### config.mk
export PLATFORM = sky130hd
export DESIGN_NAME = line_xfer_flat
export DESIGN_NICKNAME = d
export VERILOG_FILES = /design/src/source/dcache_pkg.sv /design/src/source/xfer_if.sv /design/src/source/line_xfer.sv /design/src/flat_wrapper.sv
export SDC_FILE = /design/constraint.sdc
export NUM_CORES = 1
export LEC_CHECK = 0
export BUFFER_PORTS_ARGS = -buffer_cell sky130_fd_sc_hd__buf_2
export CAP_MARGIN = 10
export CORE_AREA = 5 5 130 132
export DETAILED_ROUTE_END_ITERATION = 16
export DIE_AREA = 0 0 135 137
export RECOVER_POWER = 25
export SYNTH_ARGS = -nofsm -noshare
export SYNTH_HDL_FRONTEND = slang
export SYNTH_SLANG_ARGS = --single-unit
export TNS_END_PERCENT = 100
### constraint.sdc
create_clock -name i_clk -period 4.2 [get_ports i_clk]
set_input_delay 0 -clock i_clk [delete_from_list [all_inputs] [get_ports i_clk]]
set_output_delay 0 -clock i_clk [all_outputs]
set_load 0.02 [all_outputs]
### src/source/dcache_pkg.sv
package dcache_pkg;

	// cache geometry
	localparam int NUM_WAYS       = 4;
	localparam int WORDS_PER_LINE = 8;
	localparam int NUM_SETS       = 16;

	// address fields from the top are tag, index, word and byte
	localparam int OFFSET_W   = 5;
	localparam int INDEX_W    = 4;
	localparam int TAG_W      = 23;
	localparam int WAY_W      = 2;
	localparam int WORD_SEL_W = 3;

	typedef logic [31:0]             word_t;
	typedef logic [31:0]             addr_t;
	typedef logic [3:0]              strb_t;
	typedef logic [TAG_W-1:0]        tag_t;
	typedef logic [INDEX_W-1:0]      index_t;
	typedef logic [WAY_W-1:0]        way_t;
	typedef logic [WORD_SEL_W-1:0]   wsel_t;
	// root in bit 2, leaf for ways 0/1 in bit 0, leaf for ways 2/3 in bit 1
	typedef logic [2:0]              plru_t;

	typedef enum logic [2:0] {
		INVALIDATE,
		IDLE,
		LOOKUP,
		WRITEBACK,
		REFILL,
		RESPOND
	} ctrl_state_e;

	function automatic index_t addr_index(input addr_t addr);
		return addr[OFFSET_W +: INDEX_W];
	endfunction

	function automatic tag_t addr_tag(input addr_t addr);
		return addr[OFFSET_W + INDEX_W +: TAG_W];
	endfunction

	function automatic wsel_t addr_word(input addr_t addr);
		return addr[OFFSET_W-1 -: WORD_SEL_W];
	endfunction

	function automatic addr_t line_base(input tag_t tag, input index_t index);
		return {tag, index, {OFFSET_W{1'b0}}};
	endfunction

	function automatic word_t byte_merge(input word_t old_word, input word_t new_word,
		input strb_t strb);
		word_t merged;
		merged = old_word;
		for (int b = 0; b < 4; b++) begin
			if (strb[b])
				merged[b*8 +: 8] = new_word[b*8 +: 8];
		end
		return merged;
	endfunction

endpackage

### src/source/xfer_if.sv
`timescale 1ns/10ps

interface xfer_if import dcache_pkg::*; ();
	logic   wb_start;
	logic   fill_start;
	index_t set;
	way_t   way;
	tag_t   victim_tag;
	addr_t  fill_addr;
	wsel_t  req_word;
	logic   req_we;
	strb_t  req_wstrb;
	word_t  req_wdata;
	logic   done;
	// merged requested word held until the next fill
	word_t  fill_word;

	modport ctrl (
		output wb_start, fill_start, set, way, victim_tag, fill_addr,
		output req_word, req_we, req_wstrb, req_wdata,
		input  done, fill_word
	);

	modport xfer (
		input  wb_start, fill_start, set, way, victim_tag, fill_addr,
		input  req_word, req_we, req_wstrb, req_wdata,
		output done, fill_word
	);
endinterface

### src/source/line_xfer.sv
`timescale 1ns/10ps

module line_xfer import dcache_pkg::*; (
	input  logic        i_clk,
	input  logic        i_rst,
	xfer_if.xfer        xfer,
	// memory read
	output logic        o_rd_req,
	output addr_t       o_rd_addr,
	input  logic        i_rd_valid,
	input  word_t       i_rd_data,
	// memory write
	output logic        o_wr_valid,
	output addr_t       o_wr_addr,
	output word_t       o_wr_data,
	// data array port B
	output index_t      o_b_addr,
	output way_t        o_b_way,
	output wsel_t       o_b_wsel,
	output logic        o_b_we,
	output word_t       o_b_wdata,
	input  word_t       i_b_rdata
);

	logic   wb_busy;
	logic   fill_busy;
	wsel_t  rd_cnt;
	wsel_t  fill_cnt;
	logic   beat_valid;
	wsel_t  beat_sel;
	logic   done_q;
	index_t set_q;
	way_t   way_q;
	tag_t   tag_q;
	word_t  fill_word_q;

	logic   rd_issue;
	wsel_t  rd_sel;
	logic   fill_beat;
	logic   is_req_word;
	word_t  beat_word;

	// word 0 is read in the start cycle with the controller's set and way
	assign rd_issue    = xfer.wb_start | wb_busy;
	assign rd_sel      = xfer.wb_start ? '0 : rd_cnt;
	assign fill_beat   = fill_busy & i_rd_valid;
	assign is_req_word = fill_cnt == xfer.req_word;
	assign beat_word   = (is_req_word && xfer.req_we) ?
		byte_merge(i_rd_data, xfer.req_wdata, xfer.req_wstrb) : i_rd_data;

	assign o_b_addr  = xfer.wb_start ? xfer.set : set_q;
	assign o_b_way   = xfer.wb_start ? xfer.way : way_q;
	assign o_b_wsel  = fill_busy ? fill_cnt : rd_sel;
	assign o_b_we    = fill_beat;
	assign o_b_wdata = beat_word;

	// array read data lines up with the beat registered a cycle earlier
	assign o_wr_valid = beat_valid;
	assign o_wr_addr  = line_base(tag_q, set_q) | addr_t'({beat_sel, 2'b00});
	assign o_wr_data  = i_b_rdata;

	assign xfer.done      = done_q;
	assign xfer.fill_word = fill_word_q;

	always_ff @(posedge i_clk) begin
		if (i_rst) begin
			wb_busy    <= 1'b0;
			fill_busy  <= 1'b0;
			rd_cnt     <= '0;
			fill_cnt   <= '0;
			beat_valid <= 1'b0;
			done_q     <= 1'b0;
			o_rd_req   <= 1'b0;
		end else begin
			o_rd_req   <= xfer.fill_start;
			beat_valid <= rd_issue;
			done_q     <= (beat_valid && beat_sel == '1) || (fill_beat && fill_cnt == '1);

			if (xfer.wb_start) begin
				wb_busy <= 1'b1;
				rd_cnt  <= wsel_t'(1);
			end else if (wb_busy) begin
				rd_cnt <= rd_cnt + 1'b1;
				if (rd_cnt == '1)
					wb_busy <= 1'b0;
			end

			if (xfer.fill_start) begin
				fill_busy <= 1'b1;
				fill_cnt  <= '0;
			end else if (fill_beat) begin
				fill_cnt <= fill_cnt + 1'b1;
				if (fill_cnt == '1)
					fill_busy <= 1'b0;
			end
		end
	end

	always_ff @(posedge i_clk) begin
		beat_sel <= rd_sel;
		if (xfer.wb_start || xfer.fill_start) begin
			set_q <= xfer.set;
			way_q <= xfer.way;
		end
		if (xfer.wb_start)
			tag_q <= xfer.victim_tag;
		if (xfer.fill_start)
			o_rd_addr <= xfer.fill_addr;
		// keep the requested word for the response
		if (fill_beat && is_req_word)
			fill_word_q <= beat_word;
	end

endmodule

### src/flat_wrapper.sv
// flat-port wrapper written by rule: the top's interface ports become plain ports
module line_xfer_flat import dcache_pkg::*;
  (i_clk, i_rst, o_rd_req, o_rd_addr, i_rd_valid, i_rd_data, o_wr_valid, o_wr_addr, o_wr_data, o_b_addr, o_b_way, o_b_wsel, o_b_we, o_b_wdata, i_b_rdata, xfer_wb_start, xfer_fill_start, xfer_set, xfer_way, xfer_victim_tag, xfer_fill_addr, xfer_req_word, xfer_req_we, xfer_req_wstrb, xfer_req_wdata, xfer_done, xfer_fill_word);
  xfer_if xfer_i ();
  input  logic i_clk;
  input  logic i_rst;
  output logic o_rd_req;
  output addr_t o_rd_addr;
  input  logic i_rd_valid;
  input  word_t i_rd_data;
  output logic o_wr_valid;
  output addr_t o_wr_addr;
  output word_t o_wr_data;
  output index_t o_b_addr;
  output way_t o_b_way;
  output wsel_t o_b_wsel;
  output logic o_b_we;
  output word_t o_b_wdata;
  input  word_t i_b_rdata;
  input wire logic [$bits(xfer_i.wb_start)-1:0] xfer_wb_start;
  input wire logic [$bits(xfer_i.fill_start)-1:0] xfer_fill_start;
  input wire logic [$bits(xfer_i.set)-1:0] xfer_set;
  input wire logic [$bits(xfer_i.way)-1:0] xfer_way;
  input wire logic [$bits(xfer_i.victim_tag)-1:0] xfer_victim_tag;
  input wire logic [$bits(xfer_i.fill_addr)-1:0] xfer_fill_addr;
  input wire logic [$bits(xfer_i.req_word)-1:0] xfer_req_word;
  input wire logic [$bits(xfer_i.req_we)-1:0] xfer_req_we;
  input wire logic [$bits(xfer_i.req_wstrb)-1:0] xfer_req_wstrb;
  input wire logic [$bits(xfer_i.req_wdata)-1:0] xfer_req_wdata;
  output wire logic [$bits(xfer_i.done)-1:0] xfer_done;
  output wire logic [$bits(xfer_i.fill_word)-1:0] xfer_fill_word;
  assign xfer_i.wb_start = xfer_wb_start;
  assign xfer_i.fill_start = xfer_fill_start;
  assign xfer_i.set = xfer_set;
  assign xfer_i.way = xfer_way;
  assign xfer_i.victim_tag = xfer_victim_tag;
  assign xfer_i.fill_addr = xfer_fill_addr;
  assign xfer_i.req_word = xfer_req_word;
  assign xfer_i.req_we = xfer_req_we;
  assign xfer_i.req_wstrb = xfer_req_wstrb;
  assign xfer_i.req_wdata = xfer_req_wdata;
  assign xfer_done = xfer_i.done;
  assign xfer_fill_word = xfer_i.fill_word;
  line_xfer u_core (.i_clk(i_clk), .i_rst(i_rst), .xfer(xfer_i), .o_rd_req(o_rd_req), .o_rd_addr(o_rd_addr), .i_rd_valid(i_rd_valid), .i_rd_data(i_rd_data), .o_wr_valid(o_wr_valid), .o_wr_addr(o_wr_addr), .o_wr_data(o_wr_data), .o_b_addr(o_b_addr), .o_b_way(o_b_way), .o_b_wsel(o_b_wsel), .o_b_we(o_b_we), .o_b_wdata(o_b_wdata), .i_b_rdata(i_b_rdata));
endmodule
; ---- Word level (Yosys, flattened, before mapping)
; Cells that the tools add are included.
[word_totals]
ff_bits = 107
input_bits = 170
[classes]
n_addsub = 2
eq_ne = 4
n_mux = 17
bitwise_logic = 3
n_reduce_logical = 12
[op_table]
columns = op, count
row1 = 2-to-1 mux 32 bit, 1
row2 = 2-to-1 mux 8 bit, 4
row3 = OR 32 x 5 -> 32 bit, 1
row4 = equality test 3 bit (second input constant), 3
row5 = 2-to-1 mux 1 bit, 8
row6 = adder 3 x 1 -> 3 bit (second input constant), 2
row7 = 2-to-1 mux 3 bit, 2
row8 = nonzero test 2 bit, 3
row9 = logical AND 1 bit, 4
row10 = 2-to-1 mux 4 bit, 1
row11 = OR reduction 2 bit, 2
row12 = equality test 3 bit, 1
row13 = logical OR 1 bit, 2
row14 = 2-to-1 mux 2 bit, 1
row15 = AND reduction 2 bit, 1
row16 = bitwise AND 1 bit, 1
row17 = OR 1 bit, 1

; ---- Logic depth before layout (Yosys ltp)
; Gate-level depths: netlist of the first run.
[depth]
depth_word = 4
mapped_depth = 5
depth_no_buf = 5

; ---- Worst setup path after synthesis of the first run
; OpenSTA, ideal clock, no wires.
[synth_path]
kind = register to register
start = register u_core.fill_cnt[1]
end = register u_core.fill_word_q[0], in the netlist u_core.xfer.fill_word[0], enable pin
setup_ns = 0.501
t_arrival_ns = 3.790
slack_ns = -0.092
path_stages_with_launch = 3
synth_period_minus_slack_ns = 4.292
path_cell_list = dfxtp_1 > xor2_2 > nor4_1
[synth_between]
elab_chain_cells = 2
[synth_lines]
columns = item, line
row1 = from (decl), line_xfer.sv:28  ; wsel_t fill_cnt;
row2 = from (signal assigned), line_xfer.sv:92  ; fill_cnt <= fill_cnt + 1'b1;
row3 = equality test 3 bit, line_xfer.sv:47  ; assign is_req_word = fill_cnt == xfer.req_word;
row4 = logical AND 1 bit, line_xfer.sv:110  ; if (fill_beat && is_req_word)
row5 = to (signal assigned), line_xfer.sv:111  ; fill_word_q <= beat_word;
row6 = to (decl), line_xfer.sv:35  ; word_t fill_word_q;
; Every way passes these cells.
; A chain may end at the register's enable or synchronous reset.

; ---- Worst setup path in the final report of the first run
[layout_path]
start = register u_core.fill_cnt[1]
end = register u_core.fill_word_q[26], in the netlist u_core.xfer.fill_word[26], data pin
[layout_between]
elab_chain_cells = 3
[layout_lines]
columns = item, line
row1 = equality test 3 bit, line_xfer.sv:47
row2 = logical AND 1 bit, line_xfer.sv:48  ; assign beat_word = (is_req_word && xfer.req_we) ?
row3 = 2-to-1 mux 32 bit, line_xfer.sv:48
; Every way passes these cells.

==> run summary, run 1 <==
Cells fill 45.96% of the core in the end. The logs give 0 for the post-detailed-route DRC marker count and 0 for the remaining number of nets flagged by the antenna check after routing. In this run the most critical hold path is launched from i_b_rdata[28]. The tools report the combined area of all synthesized cells as 0.004183 mm2. Setup slack on the worst reg-to-reg path comes out at 1.65 ns. After clock tree synthesis, the flow added hold-fix buffers numbering 128.

After synthesis, the share of flip-flops with an asynchronous set or reset is 0%. The run gives 3706 as the via count of the first global-routing pass. Sorting the synthesized cells by area gives the leading types as sky130_fd_sc_hd__edfxtp_1 (67%), sky130_fd_sc_hd__mux2_2 (10%), sky130_fd_sc_hd__dfxtp_1 (6.7%), sky130_fd_sc_hd__buf_4 (6.1%), sky130_fd_sc_hd__nor4_4 (2.0%).

The endpoint identified for the worst register-to-register timing path is u_core.xfer.fill_word[26]. Worst min-delay path category: in2out. The Yosys step of the flow raised 0 warnings. The worst hold path passes through 0 cells. Most frequent standard cell in the layout excluding fill and tap cells: sky130_fd_sc_hd__buf_2. Kind of cell adding the most delay to the critical path: simple AND/OR/NAND/NOR gates. Between clock sinks in the finished design, the worst skew comes to 0.003055 ns. The flow ran to the end, and the final reports show no timing, DRC or antenna violations.

In this run, synthesis inferred 93 flip-flops with an integrated enable. In this run the core area contains 46 standard-cell rows. After the first detailed-routing iteration, the DRC count stood at 84. In this run the worst path has a maximum fanout of 8. The first-pass GRT wire length is 19960 um, and the number of buffers inserted during clock tree synthesis is 9. For this block, the routed nets add up to 14070 um of wire.

STA puts the critical path data arrival time at 2.66 ns. In this run the clock root is driven by a sky130_fd_sc_hd__clkbuf_16. The leftover overflow at the end of global routing was 0. The startpoint identified for the worst register-to-register timing path is u_core.fill_cnt[1]. The path with the worst hold slack has its endpoint at o_wr_data[28]. The run gives 0 as the final hold violation count. For this design the top-level I/O count stands at 343. In this run, post-CTS repair resized a total of 0 instances. The count of fill cells added during filler insertion was 1411; the depth of the CTS H-tree was 3. The core region is 0.01560 mm2. The routed via count is 3402, and the die outline width is 135 um. The final worst-path cycle share works out to 60.81%. The number of cells on the worst reg-to-reg path was 4. The final-layout setup total negative slack is 0 ns.

Post-CTS timing repair inserted 0 buffers for setup. Clock latency on the worst-skew pair, taken at its later pin, is 0.35 ns. In this design, the stage delay of the slowest critical-path cell is 0.68 ns. The placed wire-length estimate is 10300 um.

The clock net in this run drives a total of 107 sinks. Setup violations remaining at the end of the flow were counted as 0. The tools report the count of TritonRoute iterations in the first routing pass as 4.

In the final layout, the share of cells above drive strength 1 is 54.13%. The total power per unit cell area was 347.2 mW/mm2; the flop and latch count out of synthesis was 107. The slowest cell on the critical path is sky130_fd_sc_hd__nor4_4. Static timing analysis puts the maximum clock frequency at 391.5 MHz. Largest area contributor in the synthesized netlist: sky130_fd_sc_hd__edfxtp_1.

The transition at the pin with the smallest max-transition slack is 1.076 ns. For the max-cap check violation count, the log shows 0. Port buffering added 276 buffers. The logs give 39 for the pin count of the biggest net entering global routing and 22 for the number of distinct standard cells referenced by the synthesized netlist.

Counting I/O delays and the setup requirement, the final critical path takes 2.554 ns. Averaged over all synthesized cells, the footprint is 18.11 um2. The proportion of netlist area held by the largest area contributor was 66.77%. The worst setup path is captured at a flip-flop. For the required time of the critical path, the log shows 4.30 ns. The setup path with the least slack is of type reg2reg. The run gives 27.70% as the normalized max-slew margin. After detailed routing, the average wire length per cell comes to 16.90 um. After detailed placement, the design holds a cell count of 689.

Worst path buffer plus inverter count: 1. The final max-slew violation count came out at 0. TritonCTS built the clock tree.

The clock passes through at most 2 buffers. In this run the vertical extent of the chip is 137 um. Leaving out fill and tap cells, the most frequent cells in the layout are sky130_fd_sc_hd__buf_2 (270), sky130_fd_sc_hd__dlygate4sd3_1 (128), sky130_fd_sc_hd__edfxtp_1 (93), sky130_fd_sc_hd__mux2_2 (38), sky130_fd_sc_hd__dfxtp_1 (14). The sequential area share after synthesis came out at 73.47%.

After clock tree synthesis, the clock-pin slew on the worst setup and hold paths is 0.07 ns. Leaving out filler cells and counting taps, the final layout contains 833. The die outline area came out at 0.01850 mm2. The tools report the number of antenna violations at the first check in global routing as 0. Synthesis produced a netlist whose cell count is 231.

The count of antenna diodes in the layout is 0, and the weighted congestion at the end of routability-driven global placement is 0.7830. Setup repair after global routing left no endpoint under its margin. After detailed routing, the number of vias per cell comes to 4.084. Global routing used 14.43% of the available tracks across all layers. At the end of the flow, the number of nets in the layout was 786.

The maximum vdd drop came out at 0.1771 mV. The worst setup path is launched from a flip-flop. The dominant synthesized flop cell was sky130_fd_sc_hd__edfxtp_1.

Summed over all cells, the static leakage comes to 3.096 nW. Walking the worst path, the cells encountered are xor2_2, nor4_4, mux2_2, dlygate4sd3_1. For this configuration, the core starts out at a cell density of 26.82%. Relative to the synthesized area, the layout overhead comes to 71.37%.
## how the worst max path moves through the flow
stage                                  start                         to  depth (start not counted)  slack [ns]
final                     u_core.fill_cnt[1]  u_core.xfer.fill_word[26]                          4        1.65
after global routing      u_core.fill_cnt[2]  u_core.xfer.fill_word[31]                          4        1.53
after CTS                 u_core.fill_cnt[1]  u_core.xfer.fill_word[19]                          4        1.62
after detailed placement    u_core.fill_busy  u_core.xfer.fill_word[24]                          3        1.77
after global placement      u_core.fill_busy  u_core.xfer.fill_word[10]                          3        1.88
after floorplan           u_core.fill_cnt[1]   u_core.xfer.fill_word[0]                          2        1.26
## state kept, by name, summed over array words and instances, names as in the netlist
signal / cells
u_core.wb_busy: 1
u_core.fill_busy: 1
u_core.xfer.fill_word: 32
u_core.fill_cnt: 3
u_core.way_q: 2
u_core.o_rd_req: 1
u_core.tag_q: 23
u_core.o_rd_addr: 32
u_core.beat_sel: 3
u_core.rd_cnt: 3
u_core.set_q: 4
u_core.xfer.done: 1
u_core.o_wr_valid: 1
## metal layers
metal / wire length (um) / global-route usage [%] / up-vias
li1: - / - / 1588
met1: 4700 / 13.66 / 1581
met2: 7690 / 27.74 / 187
met3: 1169 / 4.044 / 46
met4: 514 / 8.231 / 0
met5: 0 / 0 / -
## where the power goes
part,leakage [nW],switching (mW),internal (mW)
clock network,0.145,0.416,0.419
logic,1.95,0.216,0.202
registers,1.00,0.0189,1.22
## synth_stat cells (3+ instances only)
cell type and instances:
sky130_fd_sc_hd__buf_4 34, sky130_fd_sc_hd__mux2i_1 4, sky130_fd_sc_hd__xor2_2 3, sky130_fd_sc_hd__dfxtp_1 14, sky130_fd_sc_hd__nand2_1 6, sky130_fd_sc_hd__nor2b_1 5, sky130_fd_sc_hd__edfxtp_1 93, sky130_fd_sc_hd__ha_1 4
sky130_fd_sc_hd__nor3_1 6, sky130_fd_sc_hd__nor4_4 4, sky130_fd_sc_hd__mux2_2 38, sky130_fd_sc_hd__mux2_1 3, sky130_fd_sc_hd__nor2_1 5
## per-stage QoR
stage / power [mW] / hold slack [ns] / setup WS, ns / area (um2)
6_report: 2.489 / 0.000008881 / 1.646 / 7168
5_1_grt: 2.609 / 0.00002925 / 1.532 / 7168
4_1_cts: 2.530 / 0.0001367 / 1.624 / 7176
3_5_place_dp: 1.584 / 0.0001367 / 1.772 / 5598
3_3_place_gp: 1.577 / 0.0001367 / 1.882 / 5598
2_1_floorplan: 1.463 / 0.07161 / 1.256 / 4193
## cell type report
type,count,area (um2),share of cell area (%)
timing repair buffer,405,2663,37.14
clock inverter,7,71.32,0.9949
sequential,107,3073,42.87
multi-input combinational,88,862.1,12.03
tap,216,270.3,3.770
clock buffer,9,225.2,3.142
inverter,1,3.754,0.05237
## cell families (layout without fill, tap and decap cells)
kind of cell	count (synthesis)	after routing	synth area share, %
flops	107	107	73.47
mux	45	45	12.00
buf+inv	37	422	6.371
simple gates	30	30	5.056
xor+xnor	5	5	1.586
fa+ha+maj	4	4	1.197
compound gates	2	2	0.2393
other cells	1	2	0.08965
(Power assumes the default switching activity.)
==> run 2, diff against run 1 <==
==> constraint.sdc (replaced) <==
create_clock -name i_clk -period 2.43 [get_ports i_clk]
set_input_delay 0 -clock i_clk [delete_from_list [all_inputs] [get_ports i_clk]]
set_output_delay 0 -clock i_clk [all_outputs]
set_load 0.02 [all_outputs]
==> run summary, run 2 (synthesis gave the netlist of run 1 again) <==
The run gives 0.01560 mm2 (unchanged) as the core area. Leakage component of the power: 3.114 nW (was 3.096 nW). The via density per instance came out at 4.162 (was 4.084).

The library cell used as clock root buffer is sky130_fd_sc_hd__clkbuf_16 (unchanged). The number of input and output port buffers inserted was 276 (unchanged); the top achievable clock speed was 428.8 MHz (was 391.5 MHz). The via count of the first global-routing pass is 3786 (was 3706). The number of cells on the worst reg-to-reg path is 5 (was 4).

The logs give 4759 um (was 4700 um) for the met1 wire length and 46 (unchanged) for the count of standard-cell rows. Setup repair after global routing left no endpoint under its margin. The run gives 0 ns (unchanged) as the final-layout setup total negative slack. Top metal layer carrying routed signals: met4 (unchanged). The clock slew at the register clock pins of the worst setup and hold paths works out to 0.07 ns (about the same). The largest driver fanout on the critical path was 8 (unchanged). The pin count of the biggest net entering global routing is 33 (was 39). The iteration-0 DRC count of the detailed router was 111 (was 84); the placed wire-length estimate was 10340 um (was 10300 um).

The run gives 1370 (was 1411) as the count of fill cells added during filler insertion. The flow ran to the end, and the final reports show no timing, DRC or antenna violations. The share of post-route cells with drive strength above 1 came out at 55.00% (was 54.13%).

Vertical extent of the die: 137 um (unchanged). Startpoint of the worst setup timing path: u_core.fill_cnt[0] (was u_core.fill_cnt[1]). The tools report the worst hold endpoint as o_wr_data[11] (was o_wr_data[28]).

The startpoint-to-endpoint class of the critical path was reg2reg (unchanged). The logs give 2 (unchanged) for the maximum clock path buffer count and 0.000008850 ns (was 0.000008881 ns) for the worst hold-check slack. The number of buffers inserted during clock tree synthesis was 9 (unchanged). The count of TritonRoute iterations in the first routing pass is 4 (unchanged).

The number of antenna violations at the first check in global routing was 0 (unchanged). The tools report the routed length on met3 as 1301 um (was 1169 um). The transition at the pin with the smallest max-transition slack is 1.184 ns (was 1.076 ns). The tools report the endpoint of the most critical register-to-register path as u_core.xfer.fill_word[20] (was u_core.xfer.fill_word[26]). The clock latency of the later-clocked register in the worst-skew pair came out at 0.34 ns (was 0.35 ns). Post-route minimum period: 2.332 ns (was 2.554 ns).

Highest-count cells in the layout ignoring fill and taps: sky130_fd_sc_hd__buf_2 (274), sky130_fd_sc_hd__dlygate4sd3_1 (128), sky130_fd_sc_hd__edfxtp_1 (93), sky130_fd_sc_hd__mux2_2 (38), sky130_fd_sc_hd__dfxtp_1 (12) (was sky130_fd_sc_hd__buf_2 (270), sky130_fd_sc_hd__dlygate4sd3_1 (128), sky130_fd_sc_hd__edfxtp_1 (93), sky130_fd_sc_hd__mux2_2 (38), sky130_fd_sc_hd__dfxtp_1 (14)). The maximum vdd drop is 0.2999 mV (was 0.1771 mV), and the total power per unit cell area is 589.7 mW/mm2 (was 347.2 mW/mm2). The logs give 0 (unchanged) for the post-detailed-route DRC marker count and 14420 um (was 14070 um) for the total length of routed wires.

The worst min-delay path category is in2out (unchanged). For the required time of the critical path, the log shows 2.53 ns (was 4.30 ns). The first-pass GRT wire length is 20690 um (was 19960 um). The run gives 0.1 ns (was 1.65 ns) as the flop-to-flop setup slack. The tools report the aggregate global-route resource usage as 14.82% (was 14.43%).

The final max-slew violation count is 0 (unchanged), and the max-cap check violation count is 0 (unchanged). Die outline area: 0.01850 mm2 (unchanged). The tools report the startpoint of the most critical hold path as i_b_rdata[11] (was i_b_rdata[28]).

The wire length per cell was 17.23 um (was 16.90 um); the number of top-level design ports was 343 (unchanged). The tools report the leftover overflow at the end of global routing as 0 (unchanged). The worst path arrival time came out at 2.43 ns (was 2.66 ns).

Worst reg2reg path startpoint: u_core.fill_cnt[0] (was u_core.fill_cnt[1]). The amount of wire on met2 after detailed routing is 8002 um (was 7690 um). The count of nets after finishing is 789 (was 786), and the count of cells along the worst hold path is 0 (unchanged). The logs give 0 (unchanged) for the remaining number of nets flagged by the antenna check after routing and 0.002539 ns (was 0.003055 ns) for the clock skew after layout. The type of element launching the critical path was a flip-flop (unchanged). The routed via count came out at 3484 (was 3402). The tools report the depth of the CTS H-tree as 3 (unchanged). The CTS sink count is 107 (unchanged), and the total setup buffers inserted after CTS is 0 (unchanged). The tools report the kind of capture point of the worst setup path as a flip-flop (unchanged).

The run gives 21.04% (was 27.70%) as the normalized max-slew margin. The area added between synthesis and finish was 72.51% (was 71.37%). The weighted congestion at the end of routability-driven global placement is 0.8221 (was 0.7830), and the final hold violation count is 0 (unchanged). The final count of negative-setup-slack endpoints is 0 (unchanged). The initial core utilization is 26.82% (unchanged), and the final worst-path cycle share is 95.96% (was 60.81%). TritonCTS built the clock tree.

The most frequent standard cell in the layout excluding fill and tap cells is sky130_fd_sc_hd__buf_2 (unchanged). The die outline width came out at 135 um (unchanged).
## run 2: what timing repair did
item	in CTS	in global routing
endpoints found under the hold margin	97	0
resized for setup	0	5
hold buffers	128	0
setup endpoints to repair	0	8
## run 2: power by group
part           switching, mW  total, mW  internal [mW]
Sequential            0.0322       2.13           2.10
Combinational          0.380      0.733          0.353
Clock                  0.680       1.39          0.708
Total                   1.09       4.26           3.16
## run 2: layout make-up
cell class / count / area, um2 / area share (%)
Timing Repair Buffer: 408 / 2690 / 37.28
Clock inverter: 6 / 48.80 / 0.6763
Sequential cell: 107 / 3075 / 42.62
Inverter: 1 / 3.754 / 0.05202
Clock buffer: 10 / 229.0 / 3.173
Antenna cell: 1 / 2.502 / 0.03468
Tap cell: 216 / 270.3 / 3.745
Multi-Input combinational cell: 88 / 895.9 / 12.42
## run 2: routing by layer
metal  track usage (%)  up-vias
met5                 0        -
met1             13.89     1651
met3             5.368       36
li1                  -     1595
met4             5.655        0
met2             29.13      202
## run 2: how the worst max path moves through the flow
stage | end | cells after the start
floorplan | u_core.xfer.fill_word[0] | 2
finish | u_core.xfer.fill_word[20] | 5
global route | u_core.xfer.fill_word[20] | 5
global placement | u_core.xfer.fill_word[28] | 3
CTS | u_core.xfer.fill_word[16] | 5
detailed placement | u_core.xfer.fill_word[31] | 3
## run 2: per-stage QoR
stage          cells  cell area (um2)  setup WS, ns  utilization (%)  total power [mW]
2_1_floorplan    232             4202        0.2199                -             2.530
3_3_place_gp     692             5620        0.4937            36.03             2.731
3_5_place_dp     692             5620        0.4241            36.03             2.741
4_1_cts          836             7179       0.05333            46.03             4.308
5_1_grt          836             7213      0.001081            46.25             4.444
6_report         837             7216       0.09814            46.26             4.255
## run 2: critical path, cell delays in order, from the launching register on
cell and delay, ns:
sky130_fd_sc_hd__dfxtp_1 0.50, sky130_fd_sc_hd__xor2_4 0.19, sky130_fd_sc_hd__nor4_4 0.23, sky130_fd_sc_hd__buf_4 0.22, sky130_fd_sc_hd__mux2_2 0.37, sky130_fd_sc_hd__dlygate4sd3_1 0.57
==> run 3, diff against run 2 <==
--- a/config.mk
+++ b/config.mk
@@ -7,9 +7,10 @@
 export LEC_CHECK = 0
 export BUFFER_PORTS_ARGS = -buffer_cell sky130_fd_sc_hd__buf_2
 export CAP_MARGIN = 10
-export CORE_AREA = 5 5 130 132
+export CORE_AREA = 5 5 129 131
 export DETAILED_ROUTE_END_ITERATION = 16
-export DIE_AREA = 0 0 135 137
+export DIE_AREA = 0 0 134 136
+export PLACE_DENSITY = 0.61
 export RECOVER_POWER = 25
 export SYNTH_ARGS = -nofsm -noshare
 export SYNTH_HDL_FRONTEND = slang
==> constraint.sdc (replaced) <==
create_clock -name i_clk -period 3 [get_ports i_clk]
set_input_delay 0 -clock i_clk [delete_from_list [all_inputs] [get_ports i_clk]]
set_output_delay 0 -clock i_clk [all_outputs]
set_load 0.02 [all_outputs]
==> run summary, run 3 (synthesis gave the netlist of run 1 again) <==
The depth of the CTS H-tree is 3 (unchanged). The number of top-level design ports is 343 (unchanged), and the core area is 0.01548 mm2 (was 0.01560 mm2). The area added between synthesis and finish is 70.12% (was 72.51%), and the via density per instance is 4.205 (was 4.162). Final max-slew violation count: 0 (unchanged). The run gives 3402 (was 3484) as the routed via count.

The tools report the clock skew after layout as 0.005769 ns (was 0.002539 ns). The CTS sink count came out at 107 (unchanged). TritonCTS built the clock tree. The number of antenna violations at the first check in global routing was 0 (unchanged); the clock latency of the later-clocked register in the worst-skew pair was 0.34 ns (about the same).

Worst min-delay path category: in2out (unchanged). Maximum clock path buffer count: 2 (unchanged). The run finished with clean final reports. Remaining number of nets flagged by the antenna check after routing: 0 (unchanged). The worst hold-check slack is 0.000007771 ns (was 0.000008850 ns), and the post-cts repair resize count is 0 (unchanged).

For the required time of the critical path, the log shows 3.09 ns (was 2.53 ns). The library cell used as clock root buffer is sky130_fd_sc_hd__clkbuf_16 (unchanged). Largest driver fanout on the critical path: 8 (unchanged). The aggregate global-route resource usage is 13.71% (was 14.82%). The max-cap check violation count is 0 (unchanged). The iteration-0 DRC count of the detailed router was 87 (was 111); the number of input and output port buffers inserted was 276 (unchanged).

The final worst-path cycle share was 86.80% (was 95.96%). The logs give 2.69 ns (was 2.43 ns) for the worst path arrival time and 786 (was 789) for the count of nets after finishing. The logs give 9 (unchanged) for the number of buffers inserted during clock tree synthesis and 0.7586 (was 0.8221) for the weighted congestion at the end of routability-driven global placement.

Total setup buffers inserted after CTS: 0 (unchanged). The logs give 4 (unchanged) for the count of TritonRoute iterations in the first routing pass and 27.02% (was 26.82%) for the initial core utilization. The count of antenna diodes in the layout is 0 (was 1), and the final hold violation count is 0 (unchanged). The transition at the pin with the smallest max-transition slack is 1.189 ns (was 1.184 ns), and the final count of negative-setup-slack endpoints is 0 (unchanged). The logs give 46 (unchanged) for the count of standard-cell rows and 9508 um (was 10340 um) for the placed wire-length estimate. For the pin count of the biggest net entering global routing, the log shows 39 (was 33). The maximum vdd drop was 0.3078 mV (was 0.2999 mV); the die outline area was 0.01822 mm2 (was 0.01850 mm2).

The post-detailed-route DRC marker count came out at 0 (unchanged). The run gives 0.9662 ns (was 0.4241 ns) as the worst setup timing slack at the placement stage. The final worst-path setup slack was 0.3959 ns (was 0.09814 ns); the first-pass GRT wire length was 19390 um (was 20690 um). The total power per unit cell area works out to 479.1 mW/mm2 (was 589.7 mW/mm2).

The clock slew at the register clock pins of the worst setup and hold paths was 0.07 ns (about the same); the normalized max-slew margin was 20.71% (was 21.04%). The post-route minimum period is 2.604 ns (was 2.332 ns). Kind of capture point of the worst setup path: a flip-flop (unchanged). Final-layout setup total negative slack: 0 ns (unchanged). The via count of the first global-routing pass came out at 3710 (was 3786). The run gives 3.409 mW (was 4.255 mW) as the total power of the final layout. The most frequent standard cell in the layout excluding fill and tap cells is sky130_fd_sc_hd__buf_2 (unchanged). The wire length per cell was 16.35 um (was 17.23 um). Type of element launching the critical path: a flip-flop (unchanged).

Highest-count cells in the layout ignoring fill and taps: sky130_fd_sc_hd__buf_2 (273), sky130_fd_sc_hd__dlygate4sd3_1 (127), sky130_fd_sc_hd__edfxtp_1 (93), sky130_fd_sc_hd__mux2_2 (38), sky130_fd_sc_hd__dfxtp_1 (14) (was sky130_fd_sc_hd__buf_2 (274), sky130_fd_sc_hd__dlygate4sd3_1 (128), sky130_fd_sc_hd__edfxtp_1 (93), sky130_fd_sc_hd__mux2_2 (38), sky130_fd_sc_hd__dfxtp_1 (12)). The top achievable clock speed is 384.0 MHz (was 428.8 MHz). The die outline width is 134 um (was 135 um). The share of post-route cells with drive strength above 1 is 54.78% (was 55.00%).

The tools report the leftover overflow at the end of global routing as 0 (unchanged). The vertical extent of the die was 136 um (was 137 um). Setup repair after global routing left no endpoint under its margin. The count of fill cells added during filler insertion came out at 1355 (was 1370). The leakage component of the power came out at 3.092 nW (was 3.114 nW). The startpoint-to-endpoint class of the critical path is reg2reg (unchanged). For the total length of routed wires, the log shows 13230 um (was 14420 um).
-- run 3: cell types whose count changed in the layout (fill, tap and decap cells not counted), moves of 2 or more --
cell,delta
sky130_fd_sc_hd__dfxtp_2,-2
sky130_fd_sc_hd__xor2_2,+3
sky130_fd_sc_hd__dfxtp_1,+2
sky130_fd_sc_hd__xor2_4,-3
sky130_fd_sc_hd__clkbuf_2,+2
sky130_fd_sc_hd__buf_4,-2
-- run 3: worst max-delay path, stage by stage (launching register included) --
cell and delay (ns):
sky130_fd_sc_hd__dfxtp_1 0.43, sky130_fd_sc_hd__xor2_2 0.23, sky130_fd_sc_hd__nor4_4 0.69, sky130_fd_sc_hd__mux2_2 0.41, sky130_fd_sc_hd__dlygate4sd3_1 0.57
-- run 3: through the flow --
step           utilization (%)  cell area [um2]  instances
3_3_place_gp             36.01             5575        666
4_1_cts                  45.97             7117        809
3_5_place_dp             36.01             5575        666
6_report                 45.96             7116        809
2_1_floorplan                -             4193        232
5_1_grt                  45.96             7116        809
-- run 3: repair_timing --
| item | CTS | global route |
|---|---|---|
| hold buffers | 127 | 0 |
| setup endpoints to repair | 0 | 0 |
| endpoints found under the hold margin | 101 | 0 |
-- run 3: routing by layer --
| layer | GRT usage (%) | share of wire, % |
|---|---|---|
| met1 | 13.60 | 35 |
| met2 | 25.58 | 53 |
| met3 | 5.959 | 10 |
| met4 | 4.629 | 1.7 |
| met5 | 0 | 0 |
-- run 3: path summary, 6_finish.rpt --
kind | startpoint | to | slack (ns) | cells after the start
worst max-delay path | u_core.fill_cnt[1] | u_core.xfer.fill_word[14] | 0.40 | 4
worst min-delay path | i_b_rdata[25] | o_wr_data[25] | 0.000008 | 0
worst max register to register | u_core.fill_cnt[1] | u_core.xfer.fill_word[14] | 0.40 | 4
worst min register to register | u_core.rd_cnt[2] | u_core.beat_sel[2] | 0.51 | 1
-- run 3: cell type report --
cell class	count	area, um2	share of cell area [%]
flip-flops and latches	107	3073	43.19
repair buffers	405	2666	37.47
multi-input cells	88	862.1	12.12
well taps	192	240.2	3.376
clock buffers	10	229.0	3.218
clock inverters	6	41.29	0.5803
inverters	1	3.754	0.05275
-- run 3: power by group --
part | internal (mW) | switching (mW)
clock network | 0.564 | 0.533
logic | 0.284 | 0.299
registers | 1.70 | 0.0252
